**config.mk**
```make
export PLATFORM = sky130hd
export DESIGN_NAME = frontend
export DESIGN_NICKNAME = d
export VERILOG_FILES = /design/src/frontend_pkg.sv /design/src/npc.sv /design/src/inst_predecode.sv /design/src/fetch_unit.sv /design/src/multi_channel_fifo.sv /design/src/frontend.sv
export SDC_FILE = /design/constraint.sdc
export NUM_CORES = 2
export LEC_CHECK = 0
export CAP_MARGIN = 0
export CORE_ASPECT_RATIO = 0.75
export CORE_MARGIN = 2
export CORE_UTILIZATION = 28
export DETAILED_ROUTE_END_ITERATION = 16
export DONT_BUFFER_PORTS = 1
export SLEW_MARGIN = 30
export SYNTH_ARGS = -nofsm -noshare
export SYNTH_HDL_FRONTEND = slang
export SYNTH_SLANG_ARGS = --single-unit
```
**constraint.sdc**
```tcl
create_clock -name clk -period 8.2 [get_ports clk]
set_input_delay 1.64 -clock clk [delete_from_list [all_inputs] [get_ports clk]]
set_output_delay 1.64 -clock clk [all_outputs]
set_load 0.02 [all_outputs]
```
**src/frontend_pkg.sv**
```systemverilog
`default_nettype none

package frontend_pkg;

    // fetch geometry
    localparam int XLEN        = 32;
    localparam int FETCH_WIDTH = 2;
    localparam int FIFO_DEPTH  = 8;

    localparam logic [XLEN-1:0] RESET_PC = 32'h1c00_0000;

    // axi4-lite encodings seen on the fetch path
    // prot: unprivileged, secure, instruction access
    localparam logic [2:0] AXI_PROT_INST = 3'b100;
    localparam logic [1:0] AXI_RESP_OKAY = 2'b00;

    // substituted for a word that came back with an error response
    localparam logic [XLEN-1:0] INST_NOP = 32'h0340_0000;

    // register usage class of one instruction
    typedef enum logic [2:0] {
        REG_RW,
        REG_RRW,
        REG_I,
        REG_BL,
        REG_RR,
        REG_W
    } reg_type_e;

    // major opcode is bits 31..26 of the word
    function automatic reg_type_e classify_opcode(input logic [5:0] opcode);
        reg_type_e ret;
        if (opcode == 6'b000101) begin
            // lu12i class sits inside the rw range
            ret = REG_W;
        end else if (opcode == 6'b000000) begin
            ret = REG_RRW;
        end else if (opcode <= 6'b001111) begin
            ret = REG_RW;
        end else if (opcode == 6'b010100) begin
            ret = REG_I;
        end else if (opcode == 6'b010101) begin
            ret = REG_BL;
        end else if (opcode >= 6'b010110 && opcode <= 6'b011011) begin
            // conditional branches read two registers
            ret = REG_RR;
        end else begin
            ret = REG_I;
        end
        return ret;
    endfunction

    // one buffered instruction
    typedef struct packed {
        logic [XLEN-1:0] pc;
        logic [XLEN-1:0] word;
        logic [4:0]      rj;
        logic [4:0]      rk;
        logic [4:0]      rd;
    } fetch_entry_t;

endpackage

`default_nettype wire

```
**src/npc.sv**
```systemverilog
`timescale 1ns/1ps
`default_nettype none

module npc (
    input  wire logic                          clk,
    input  wire logic                          rst_n_i,

    // redirect from the backend
    input  wire logic                          flush_i,
    input  wire logic [frontend_pkg::XLEN-1:0] redirect_pc_i,

    // packet address handshake with the fetch unit
    input  wire logic                          pc_ready_i,
    output logic      [frontend_pkg::XLEN-1:0] pc_o
);

    logic [frontend_pkg::XLEN-1:0] pc_next;
    logic [frontend_pkg::XLEN-1:3] pc_seq;

    // next aligned packet, static fall-through
    assign pc_seq = pc_o[frontend_pkg::XLEN-1:3] + 1'b1;

    always_comb begin
        pc_next = pc_o;
        if (flush_i) begin
            // keep bit 2 so a target at offset 4 starts in lane 1
            pc_next = {redirect_pc_i[frontend_pkg::XLEN-1:2], 2'b00};
        end else if (pc_ready_i) begin
            pc_next = {pc_seq, 3'b000};
        end
    end

    always_ff @(posedge clk or negedge rst_n_i) begin
        if (!rst_n_i) begin
            pc_o <= frontend_pkg::RESET_PC;
        end else begin
            pc_o <= pc_next;
        end
    end

endmodule

`default_nettype wire

```
**src/inst_predecode.sv**
```systemverilog
`timescale 1ns/1ps
`default_nettype none

module inst_predecode (
    input  wire logic [frontend_pkg::XLEN-1:0] word_i,
    output logic      [4:0]                    rj_o,
    output logic      [4:0]                    rk_o,
    output logic      [4:0]                    rd_o
);

    frontend_pkg::reg_type_e reg_type;

    assign reg_type = frontend_pkg::classify_opcode(word_i[31:26]);

    always_comb begin
        rj_o = '0;
        rk_o = '0;
        rd_o = '0;
        case (reg_type)
            frontend_pkg::REG_RW: begin
                rj_o = word_i[9:5];
                rd_o = word_i[4:0];
            end
            frontend_pkg::REG_RRW: begin
                rk_o = word_i[14:10];
                rj_o = word_i[9:5];
                rd_o = word_i[4:0];
            end
            frontend_pkg::REG_BL: begin
                // link register is r1
                rd_o = 5'd1;
            end
            frontend_pkg::REG_RR: begin
                // branch compares rd field against rj, nothing written
                rk_o = word_i[4:0];
                rj_o = word_i[9:5];
            end
            frontend_pkg::REG_W: begin
                rd_o = word_i[4:0];
            end
            default: begin
                // REG_I uses no registers
                rj_o = '0;
            end
        endcase
    end

endmodule

`default_nettype wire

```
**src/fetch_unit.sv**
```systemverilog
`timescale 1ns/1ps
`default_nettype none

module fetch_unit (
    input  wire logic                                clk,
    input  wire logic                                rst_n_i,
    input  wire logic                                flush_i,

    // packet address from npc
    input  wire logic [frontend_pkg::XLEN-1:0]       pc_i,
    output logic                                     pc_ready_o,

    // axi4-lite read address channel
    output logic      [frontend_pkg::XLEN-1:0]       araddr_o,
    output logic      [2:0]                          arprot_o,
    output logic                                     arvalid_o,
    input  wire logic                                arready_i,

    // axi4-lite read data channel
    input  wire logic [frontend_pkg::XLEN-1:0]       rdata_i,
    input  wire logic [1:0]                          rresp_i,
    input  wire logic                                rvalid_i,
    output logic                                     rready_o,

    // external predecode, one block per slot
    output logic [frontend_pkg::FETCH_WIDTH-1:0][frontend_pkg::XLEN-1:0] pd_word_o,
    input  wire logic [frontend_pkg::FETCH_WIDTH-1:0][4:0] pd_rj_i,
    input  wire logic [frontend_pkg::FETCH_WIDTH-1:0][4:0] pd_rk_i,
    input  wire logic [frontend_pkg::FETCH_WIDTH-1:0][4:0] pd_rd_i,

    // fifo write side
    input  wire logic                                write_ready_i,
    output logic      [1:0]                          write_num_o,
    output frontend_pkg::fetch_entry_t [frontend_pkg::FETCH_WIDTH-1:0] write_data_o
);

    typedef enum logic [1:0] {
        IDLE,
        ADDR,
        DATA,
        WRITE
    } state_e;

    state_e state;
    logic   slot;
    logic   kill;
    logic   accept;
    logic   ar_fire;
    logic   r_fire;

    // packet payload
    logic [frontend_pkg::XLEN-1:3] pkt_base;
    logic                          hi_only;
    logic [frontend_pkg::FETCH_WIDTH-1:0][frontend_pkg::XLEN-1:0] words;

    frontend_pkg::fetch_entry_t lane_lo;
    frontend_pkg::fetch_entry_t lane_hi;

    // no new packet while flushing or without room for two entries
    assign accept     = (state == IDLE) && write_ready_i && !flush_i;
    assign pc_ready_o = accept;

    assign arvalid_o = (state == ADDR);
    assign araddr_o  = {pkt_base, slot, 2'b00};
    assign arprot_o  = frontend_pkg::AXI_PROT_INST;
    assign ar_fire   = arvalid_o && arready_i;

    assign rready_o = (state == DATA);
    assign r_fire   = rready_o && rvalid_i;

    always_ff @(posedge clk or negedge rst_n_i) begin
        if (!rst_n_i) begin
            state <= IDLE;
            slot  <= 1'b0;
            kill  <= 1'b0;
        end else begin
            case (state)
                IDLE: begin
                    if (accept) begin
                        // packet at offset 4 needs only the second slot
                        slot  <= pc_i[2];
                        kill  <= 1'b0;
                        state <= ADDR;
                    end
                end
                ADDR: begin
                    if (flush_i) begin
                        kill <= 1'b1;
                    end
                    if (ar_fire) begin
                        state <= DATA;
                    end
                end
                DATA: begin
                    if (flush_i) begin
                        kill <= 1'b1;
                    end
                    if (r_fire) begin
                        if (kill || flush_i) begin
                            // read finished, packet dropped
                            state <= IDLE;
                        end else if (!slot) begin
                            slot  <= 1'b1;
                            state <= ADDR;
                        end else begin
                            state <= WRITE;
                        end
                    end
                end
                default: begin
                    if (write_ready_i) begin
                        state <= IDLE;
                    end
                end
            endcase
        end
    end

    always_ff @(posedge clk) begin
        if (accept) begin
            pkt_base <= pc_i[frontend_pkg::XLEN-1:3];
            hi_only  <= pc_i[2];
        end
        if (r_fire) begin
            if (rresp_i == frontend_pkg::AXI_RESP_OKAY) begin
                words[slot] <= rdata_i;
            end else begin
                words[slot] <= frontend_pkg::INST_NOP;
            end
        end
    end

    assign pd_word_o = words;

    always_comb begin
        lane_lo.pc   = {pkt_base, 3'b000};
        lane_lo.word = words[0];
        lane_lo.rj   = pd_rj_i[0];
        lane_lo.rk   = pd_rk_i[0];
        lane_lo.rd   = pd_rd_i[0];

        lane_hi.pc   = {pkt_base, 3'b100};
        lane_hi.word = words[1];
        lane_hi.rj   = pd_rj_i[1];
        lane_hi.rk   = pd_rk_i[1];
        lane_hi.rd   = pd_rd_i[1];
    end

    // lane 0 always carries the older instruction
    assign write_data_o[0] = hi_only ? lane_hi : lane_lo;
    assign write_data_o[1] = lane_hi;

    always_comb begin
        write_num_o = 2'd0;
        if (state == WRITE && write_ready_i) begin
            write_num_o = hi_only ? 2'd1 : 2'd2;
        end
    end

endmodule

`default_nettype wire

```
**src/multi_channel_fifo.sv**
```systemverilog
`timescale 1ns/1ps
`default_nettype none

module multi_channel_fifo #(
    parameter type T     = logic [31:0],
    parameter int  DEPTH = 8
) (
    input  wire logic       clk,
    input  wire logic       rst_n_i,
    input  wire logic       flush_i,

    // push side, lane 0 is older
    input  wire logic [1:0] write_num_i,
    input  wire T [1:0]     write_data_i,
    output logic            write_ready_o,

    // pop side
    input  wire logic [1:0] read_num_i,
    output logic      [1:0] read_valid_o,
    output T [1:0]          read_data_o
);

    T mem [DEPTH];

    logic [$clog2(DEPTH)-1:0] rd_ptr;
    logic [$clog2(DEPTH)-1:0] rd_ptr_p1;
    logic [$clog2(DEPTH)-1:0] wr_ptr;
    logic [$clog2(DEPTH)-1:0] wr_ptr_p1;
    logic [$clog2(DEPTH):0]   count;

    logic [1:0] push_num;
    logic [1:0] pop_num;

    // depth is a power of two, pointers wrap on overflow
    assign rd_ptr_p1 = rd_ptr + 1'b1;
    assign wr_ptr_p1 = wr_ptr + 1'b1;

    // a full packet must always fit
    assign write_ready_o = int'(count) <= DEPTH - 2;

    assign read_valid_o[0] = (count > 0);
    assign read_valid_o[1] = (count > 1);
    assign read_data_o[0]  = mem[rd_ptr];
    assign read_data_o[1]  = mem[rd_ptr_p1];

    always_comb begin
        push_num = (write_num_i == 2'd3) ? 2'd2 : write_num_i;
        pop_num  = (read_num_i == 2'd3) ? 2'd2 : read_num_i;
        // never pop more than is held
        if (pop_num > count) begin
            pop_num = count[1:0];
        end
    end

    always_ff @(posedge clk or negedge rst_n_i) begin
        if (!rst_n_i) begin
            rd_ptr <= '0;
            wr_ptr <= '0;
            count  <= '0;
        end else if (flush_i) begin
            rd_ptr <= '0;
            wr_ptr <= '0;
            count  <= '0;
        end else begin
            rd_ptr <= rd_ptr + pop_num;
            wr_ptr <= wr_ptr + push_num;
            count  <= count + push_num - pop_num;
        end
    end

    always_ff @(posedge clk) begin
        if (!flush_i) begin
            if (push_num != 2'd0) begin
                mem[wr_ptr] <= write_data_i[0];
            end
            if (push_num == 2'd2) begin
                mem[wr_ptr_p1] <= write_data_i[1];
            end
        end
    end

endmodule

`default_nettype wire

```
**src/frontend.sv**
```systemverilog
`timescale 1ns/1ps
`default_nettype none

module frontend (
    input  wire logic                          clk,
    input  wire logic                          rst_n_i,

    // instruction memory, axi4-lite read
    output logic      [frontend_pkg::XLEN-1:0] araddr_o,
    output logic      [2:0]                    arprot_o,
    output logic                               arvalid_o,
    input  wire logic                          arready_i,
    input  wire logic [frontend_pkg::XLEN-1:0] rdata_i,
    input  wire logic [1:0]                    rresp_i,
    input  wire logic                          rvalid_i,
    output logic                               rready_o,

    // backend control
    input  wire logic                          flush_i,
    input  wire logic [frontend_pkg::XLEN-1:0] redirect_pc_i,
    input  wire logic [1:0]                    issue_num_i,
    input  wire logic                          backend_stall_i,

    // issued instructions
    output logic [1:0]                              inst_valid_o,
    output logic [1:0][frontend_pkg::XLEN-1:0]      inst_pc_o,
    output logic [1:0][frontend_pkg::XLEN-1:0]      inst_word_o,
    output logic [1:0][4:0]                         inst_rj_o,
    output logic [1:0][4:0]                         inst_rk_o,
    output logic [1:0][4:0]                         inst_rd_o
);

    logic [frontend_pkg::XLEN-1:0] fetch_pc;
    logic                          pc_ready;

    logic [frontend_pkg::FETCH_WIDTH-1:0][frontend_pkg::XLEN-1:0] pd_word;
    logic [frontend_pkg::FETCH_WIDTH-1:0][4:0] pd_rj;
    logic [frontend_pkg::FETCH_WIDTH-1:0][4:0] pd_rk;
    logic [frontend_pkg::FETCH_WIDTH-1:0][4:0] pd_rd;

    logic                       write_ready;
    logic [1:0]                 write_num;
    logic [1:0]                 read_num;
    frontend_pkg::fetch_entry_t [1:0] write_data;
    frontend_pkg::fetch_entry_t [1:0] read_data;

    // a stalled backend takes nothing
    assign read_num = backend_stall_i ? 2'd0 : issue_num_i;

    npc u_npc (
        .clk           (clk),
        .rst_n_i       (rst_n_i),
        .flush_i       (flush_i),
        .redirect_pc_i (redirect_pc_i),
        .pc_ready_i    (pc_ready),
        .pc_o          (fetch_pc)
    );

    fetch_unit u_fetch (
        .clk           (clk),
        .rst_n_i       (rst_n_i),
        .flush_i       (flush_i),
        .pc_i          (fetch_pc),
        .pc_ready_o    (pc_ready),
        .araddr_o      (araddr_o),
        .arprot_o      (arprot_o),
        .arvalid_o     (arvalid_o),
        .arready_i     (arready_i),
        .rdata_i       (rdata_i),
        .rresp_i       (rresp_i),
        .rvalid_i      (rvalid_i),
        .rready_o      (rready_o),
        .pd_word_o     (pd_word),
        .pd_rj_i       (pd_rj),
        .pd_rk_i       (pd_rk),
        .pd_rd_i       (pd_rd),
        .write_ready_i (write_ready),
        .write_num_o   (write_num),
        .write_data_o  (write_data)
    );

    for (genvar k = 0; k < frontend_pkg::FETCH_WIDTH; k++) begin : g_predecode
        inst_predecode u_predecode (
            .word_i (pd_word[k]),
            .rj_o   (pd_rj[k]),
            .rk_o   (pd_rk[k]),
            .rd_o   (pd_rd[k])
        );
    end

    multi_channel_fifo #(
        .T     (frontend_pkg::fetch_entry_t),
        .DEPTH (frontend_pkg::FIFO_DEPTH)
    ) u_inst_fifo (
        .clk           (clk),
        .rst_n_i       (rst_n_i),
        .flush_i       (flush_i),
        .write_num_i   (write_num),
        .write_data_i  (write_data),
        .write_ready_o (write_ready),
        .read_num_i    (read_num),
        .read_valid_o  (inst_valid_o),
        .read_data_o   (read_data)
    );

    // unpack the issue lanes
    for (genvar k = 0; k < 2; k++) begin : g_issue
        assign inst_pc_o[k]   = read_data[k].pc;
        assign inst_word_o[k] = read_data[k].word;
        assign inst_rj_o[k]   = read_data[k].rj;
        assign inst_rk_o[k]   = read_data[k].rk;
        assign inst_rd_o[k]   = read_data[k].rd;
    end

endmodule

`default_nettype wire

```
======== After elaboration in Yosys (flattened, before gate mapping) ========
Memory sizes are Yosys's and may differ from the RTL's.
Cells that the tools add are included.
word-level totals
  bits in writable memories ............... 632
  word-level logic and storage cells ...... 142
  output and inout bits ................... 197
  register bits after elaboration ......... 140
  memories kept ........................... 1
memories
  memory           words  width  read ports  clocked after memory_dff  wr ports  RTL line                  text
  u_inst_fifo.mem  8      79     2           0                         2         multi_channel_fifo.sv:23  T mem [DEPTH];
operators by class
  $add $sub $neg .......................... 7
  $lt $le $gt $ge ......................... 12
  multiplexer cells ....................... 54
  reduce and logical (&&, ||, !) cells .... 29
  equality and inequality tests ........... 25
  bitwise operators ....................... 3
operator list
  cell                   number
  $mux 32                3
  $bwmux 64              1
  $mux 64                1
  $and 58x58->58         1
  $not 58->58            1
  $mux 50                1
  $mux 3                 14
  $pmux 5 s2             4
  $demux 32 s1           1
  $add 29x1->29 const B  1
  $eq 6x5->1 const B     4
  $mux 2                 12
  $eq 3x3->1 const B     4
  $eq 6x3->1 const B     2
  $ge 6x5->1 const B     2
  $le 6x4->1 const B     2
  $le 6x5->1 const B     2
  $logic_not 6->1        2
  $reduce_or 3->1        4
  $mux 1                 11
  $eq 2x2->1 const B     5
  $mux 5                 2
  $gt 4x1->1 const B     2
  $logic_and 1x1->1      8
  other kinds (26)       40

======== Logic depth before layout (Yosys ltp) ========
  word-level depth ........................ 12
  mapped depth ............................ 14
  depth with buffers taken out ............ 14

======== Hierarchy ========
A second synthesis with hierarchy kept.
unflattened totals
  cell total of the unflattened synthesis .. 2,777
  area total of the unflattened synthesis .. 44,576.5 sq um
by module, submodules not included
  module              cells each  area an instance (sq um)  times used
  multi_channel_fifo  1,992       36,776.5                  1
  fetch_unit          528         5,602.9                   1
  npc                 195         1,721.7                   1
  inst_predecode      30          231.5                     2
  frontend            2           12.5                      1

======== Least setup slack after synthesis ========
OpenSTA, ideal clock, no wires.
  path type ............................... input-to-reg
  from .................................... input port rresp_i[1]
  to ...................................... register u_fetch.words (netlist bit u_fetch.pd_word_o[0]) (enable)
  cell stages on the path ................. 3
  library setup time ...................... 0.470 ns
  setup slack ............................. 3.342 ns
  required time ........................... 7.730 ns
  arrival time ............................ 4.389 ns
  cell sequence ........................... nor2_1 -> clkbuf_1 -> a211oi_1
RTL lines
  item                             RTL line           text
  from (decl)                      frontend.sv:14     input wire logic [1:0] rresp_i,
  to (signal, indexed assignment)  fetch_unit.sv:126  words[slot] <= rdata_i;
  to (signal, indexed assignment)  fetch_unit.sv:128  words[slot] <= frontend_pkg::INST_NOP;
  to (decl)                        fetch_unit.sv:54   logic [frontend_pkg::FETCH_WIDTH-1:0][frontend_pkg::XLEN-1:0] words;

==> flow_summary.yaml <==
sta:
  slew_viol_final: 0
  fin_tns_setup_ps: 0
  worst_slew_pin_slew_ps: 1050
  fin_crit_ps: 5660
  setup_ws_ps: 2540
  timing.slew.headroom_pct: 29.7
  setup_viol: 0
  fmax_ghz: 0.177
  hold_viol: 0
  rsz0062_at_grt: "false"
  fin_hold_ws_ps: 472
  skew_ps: 22.3
  fin_crit_sh_pct: 69.1
synth:
  synth_seq_cells: 754
  synth_area_leaders: "edfxtp_1 52%, mux4_2 17%, mux2_2 4.4%"
  synth_top_area_cell: "edfxtp_1"
  syn-mean-instance-area_sq_um: 14.4
  ys_async_sr_fraction_pct: 5.84
  synth_cell_types: 65
  synth.most_common_cell: "edfxtp_1"
  synth_compound_area_share_pct: 8.68
  synth_xor_area_share_pct: 0.762
  synth_top_area_share_pct: 52.4
  ys.warnings.count: 0
  syn_area_sq_um: 40200
  synth_fa_ha_area_share_pct: 0.790
  synthTopCellsByCount: "702 x edfxtp_1, 308 x mux4_2, 281 x nand2_1"
  synth_flop_cell: "edfxtp_1"
  synth_top_family_by_area: "multiplexers"
  seq_area_frac_synth_pct: 55.6
  synthMuxAreaShare_pct: 22.6
  synth-edff-count: 702
  synthSimpleGateAreaFrac_pct: 8.23
  syn_inst: 2793
clocking:
  cts.repair.resized: 0
  worstSkewPairLatency_ps: 670
  cts_made_buffers: 85
  cts_sinks: 754
  clkTransAtPathRegs_ps: 60
  cts_buffer_depth: 3
  hold_buffers: 0
  htree_levels: 3
  post_cts_buffers: 0
  cts-root-buf: "clkbuf_16"
  cts_tree: "built"
cells_and_area:
  drive_gt1_share_pct: 25.5
  multi_input_area_sq_um: 16800
  syn_to_final_growth_pct: 11.8
  nFillCells: 13900
  regArea_sq_um: 22400
  fin_nets: 2770
power_and_ir_drop:
  clkPwrFrac_pct: 29.1
  sw_frac_of_total_pct: 36.7
  vdd_drop_max_mv: 0.196
  combPwrFrac_pct: 34.5
  power_density_nw_per_um2: 292
  seq_power_share_pct: 36.3
  p_int_mw: 8.31
  p_sw_mw: 4.82
  p_leak_nw: 12.7
placed_design:
  gp_congestion: 0.773
  place_ws_ps: 2980
  port_buffers: 0
  dp_hpwl_mm: 74.1
drt:
  viasPerCell: 5.49
  wl_mm: 130
  wl_per_cell_microns: 28.1
  drc_errors: 0
  final_antenna_net_count: 0
  drt_iter0_markers: 2872
  drt_pre_antenna_iters: 6
  num_vias: 25500
critical_path:
  arrival_ps: 4020
  cp.required_ps: 6560
  endpoint_kind: "primary output"
  crit_fanout: 114
  r2r-start: "u_inst_fifo.count[3]"
  start_kind: "flop"
  r2r-end: "u_inst_fifo.mem[6][69]"
  r2r_cells: 7
  crit_path_end: "inst_rk_o[1]"
  path_class: "flop to primary output"
  startpoint: "u_inst_fifo.rd_ptr[0]"
  rrSetupSlack_ps: 3730
global_route:
  grt_pass1_wl_mm: 185
  grt_max_degree: 115
  grt_use_total_pct: 17.3
  antenna_found_initial: 22
  grt_overflow: 0
  grt_pass1_vias: 25100
floorplan:
  design.core.area_sq_um: 143000
  fp.dieW_microns: 442
  die_h_microns: 332
  die-area_sq_um: 147000
  pin_count: 271
  placementRows: 120
  initial_utilization_pct: 28.2
flow_run:
  drv_cap: 0
outcome:
  status: "complete, no violations"
min_path:
  hold_path.class: "flop to flop"
## through the flow
step	area, sq um	total power [mW]	util, %	instances
after global routing	45000	13.7	31.5	4638
after floorplan	40200	8.09	-	2800
after global placement	42000	9.40	29.4	4470
after detailed placement	42100	9.46	29.5	4476
after CTS	44900	13.3	31.5	4630
final	45000	13.1	31.5	4639
## how the worst min path moves through the flow
stage	startpoint	endpoint	cells past startpoint
final	u_npc.pc_o[15]	u_fetch.pkt_base[15]	0
after CTS	u_npc.pc_o[15]	u_fetch.pkt_base[15]	0
after floorplan	u_npc.pc_o[15]	u_fetch.pkt_base[15]	0
after global routing	u_npc.pc_o[15]	u_fetch.pkt_base[15]	0
after detailed placement	u_npc.pc_o[15]	u_fetch.pkt_base[15]	0
after global placement	u_npc.pc_o[31]	u_fetch.pkt_base[31]	0
## critical path, cell delays in order, from the launching register on
cell	delay (ps)
dfrtp_4	820
buf_12	650
buf_4	770
mux4_2	590
mux2_2	400
## power by group through the flow
stage | combinational [mW] | sequential, mW | clock, mW
floorplan | 3.45 | 4.64 | 0
global placement | 4.53 | 4.87 | 0
detailed placement | 4.61 | 4.85 | 0
CTS | 4.63 | 4.77 | 3.88
global route | 4.83 | 4.80 | 4.02
finish | 4.54 | 4.77 | 3.83
## per-layer routing
metal | wire (microns) | share of wire [%] | track usage (%) | up-vias
met5 | 116 | 0.089 | 0 | -
met4 | 4360 | 3.3 | 6.16 | 20
met3 | 13700 | 11 | 4.90 | 277
met2 | 61400 | 47 | 27.5 | 1355
met1 | 50800 | 39 | 22.6 | 13000
li1 | - | - | - | 10800
## registers in the layout, summed over array words and instances, names as in the netlist
register / count
u_fetch.kill: 1
u_fetch.pd_word_o: 64
u_inst_fifo.rd_ptr: 3
u_fetch.pkt_base: 29
u_fetch.state: 2
u_inst_fifo.wr_ptr: 3
u_inst_fifo.count: 4
u_fetch.slot: 1
u_fetch.hi_only: 1
u_npc.pc_o: 30
u_inst_fifo.mem: 616
## logic make-up (layout without fill, tap and decap cells)
group / after synthesis / after routing
AND/OR/NAND/NOR: 651 / 651
multiplexers: 502 / 502
XOR/XNOR: 35 / 35
flip-flops: 754 / 754
other: 2 / 17
AO/OA/AOI/OAI: 532 / 532
buffers and inverters: 294 / 234
adder cells (fa/ha/maj): 23 / 23
## final cells by class
cell class / instances / area share, %
flip-flops and latches: 754 / 49.7
multi-input cells: 1752 / 37.3
clock buffers: 115 / 5.35
well taps: 1891 / 5.26
repair buffers: 51 / 1.30
clock inverters: 39 / 0.774
inverters: 29 / 0.248
diodes: 8 / 0.0445
## layout by cell type (no fill, tap or decap), types with 12 or more instances in the layout
master | Yosys | final
a21oi_1 | 13 | 13
and2_1 | 234 | 234
buf_4 | 10 | 37
clkbuf_1 | 148 | 19
clkbuf_16 | 0 | 90
clkinv_1 | 1 | 14
clkinv_2 | 0 | 14
dfrtp_1 | 41 | 37
edfxtp_1 | 702 | 702
ha_1 | 19 | 18
inv_1 | 27 | 27
mux2_2 | 158 | 158
mux2i_1 | 36 | 36
mux4_2 | 308 | 308
nand2_1 | 281 | 273
nand3_1 | 16 | 12
nand4_1 | 12 | 12
nor2_1 | 40 | 32
nor3_1 | 21 | 17
o21ai_0 | 213 | 213
o22ai_1 | 129 | 129
o2bb2ai_1 | 124 | 124
xnor2_1 | 25 | 25
Power figures use the tool's default switching activity.
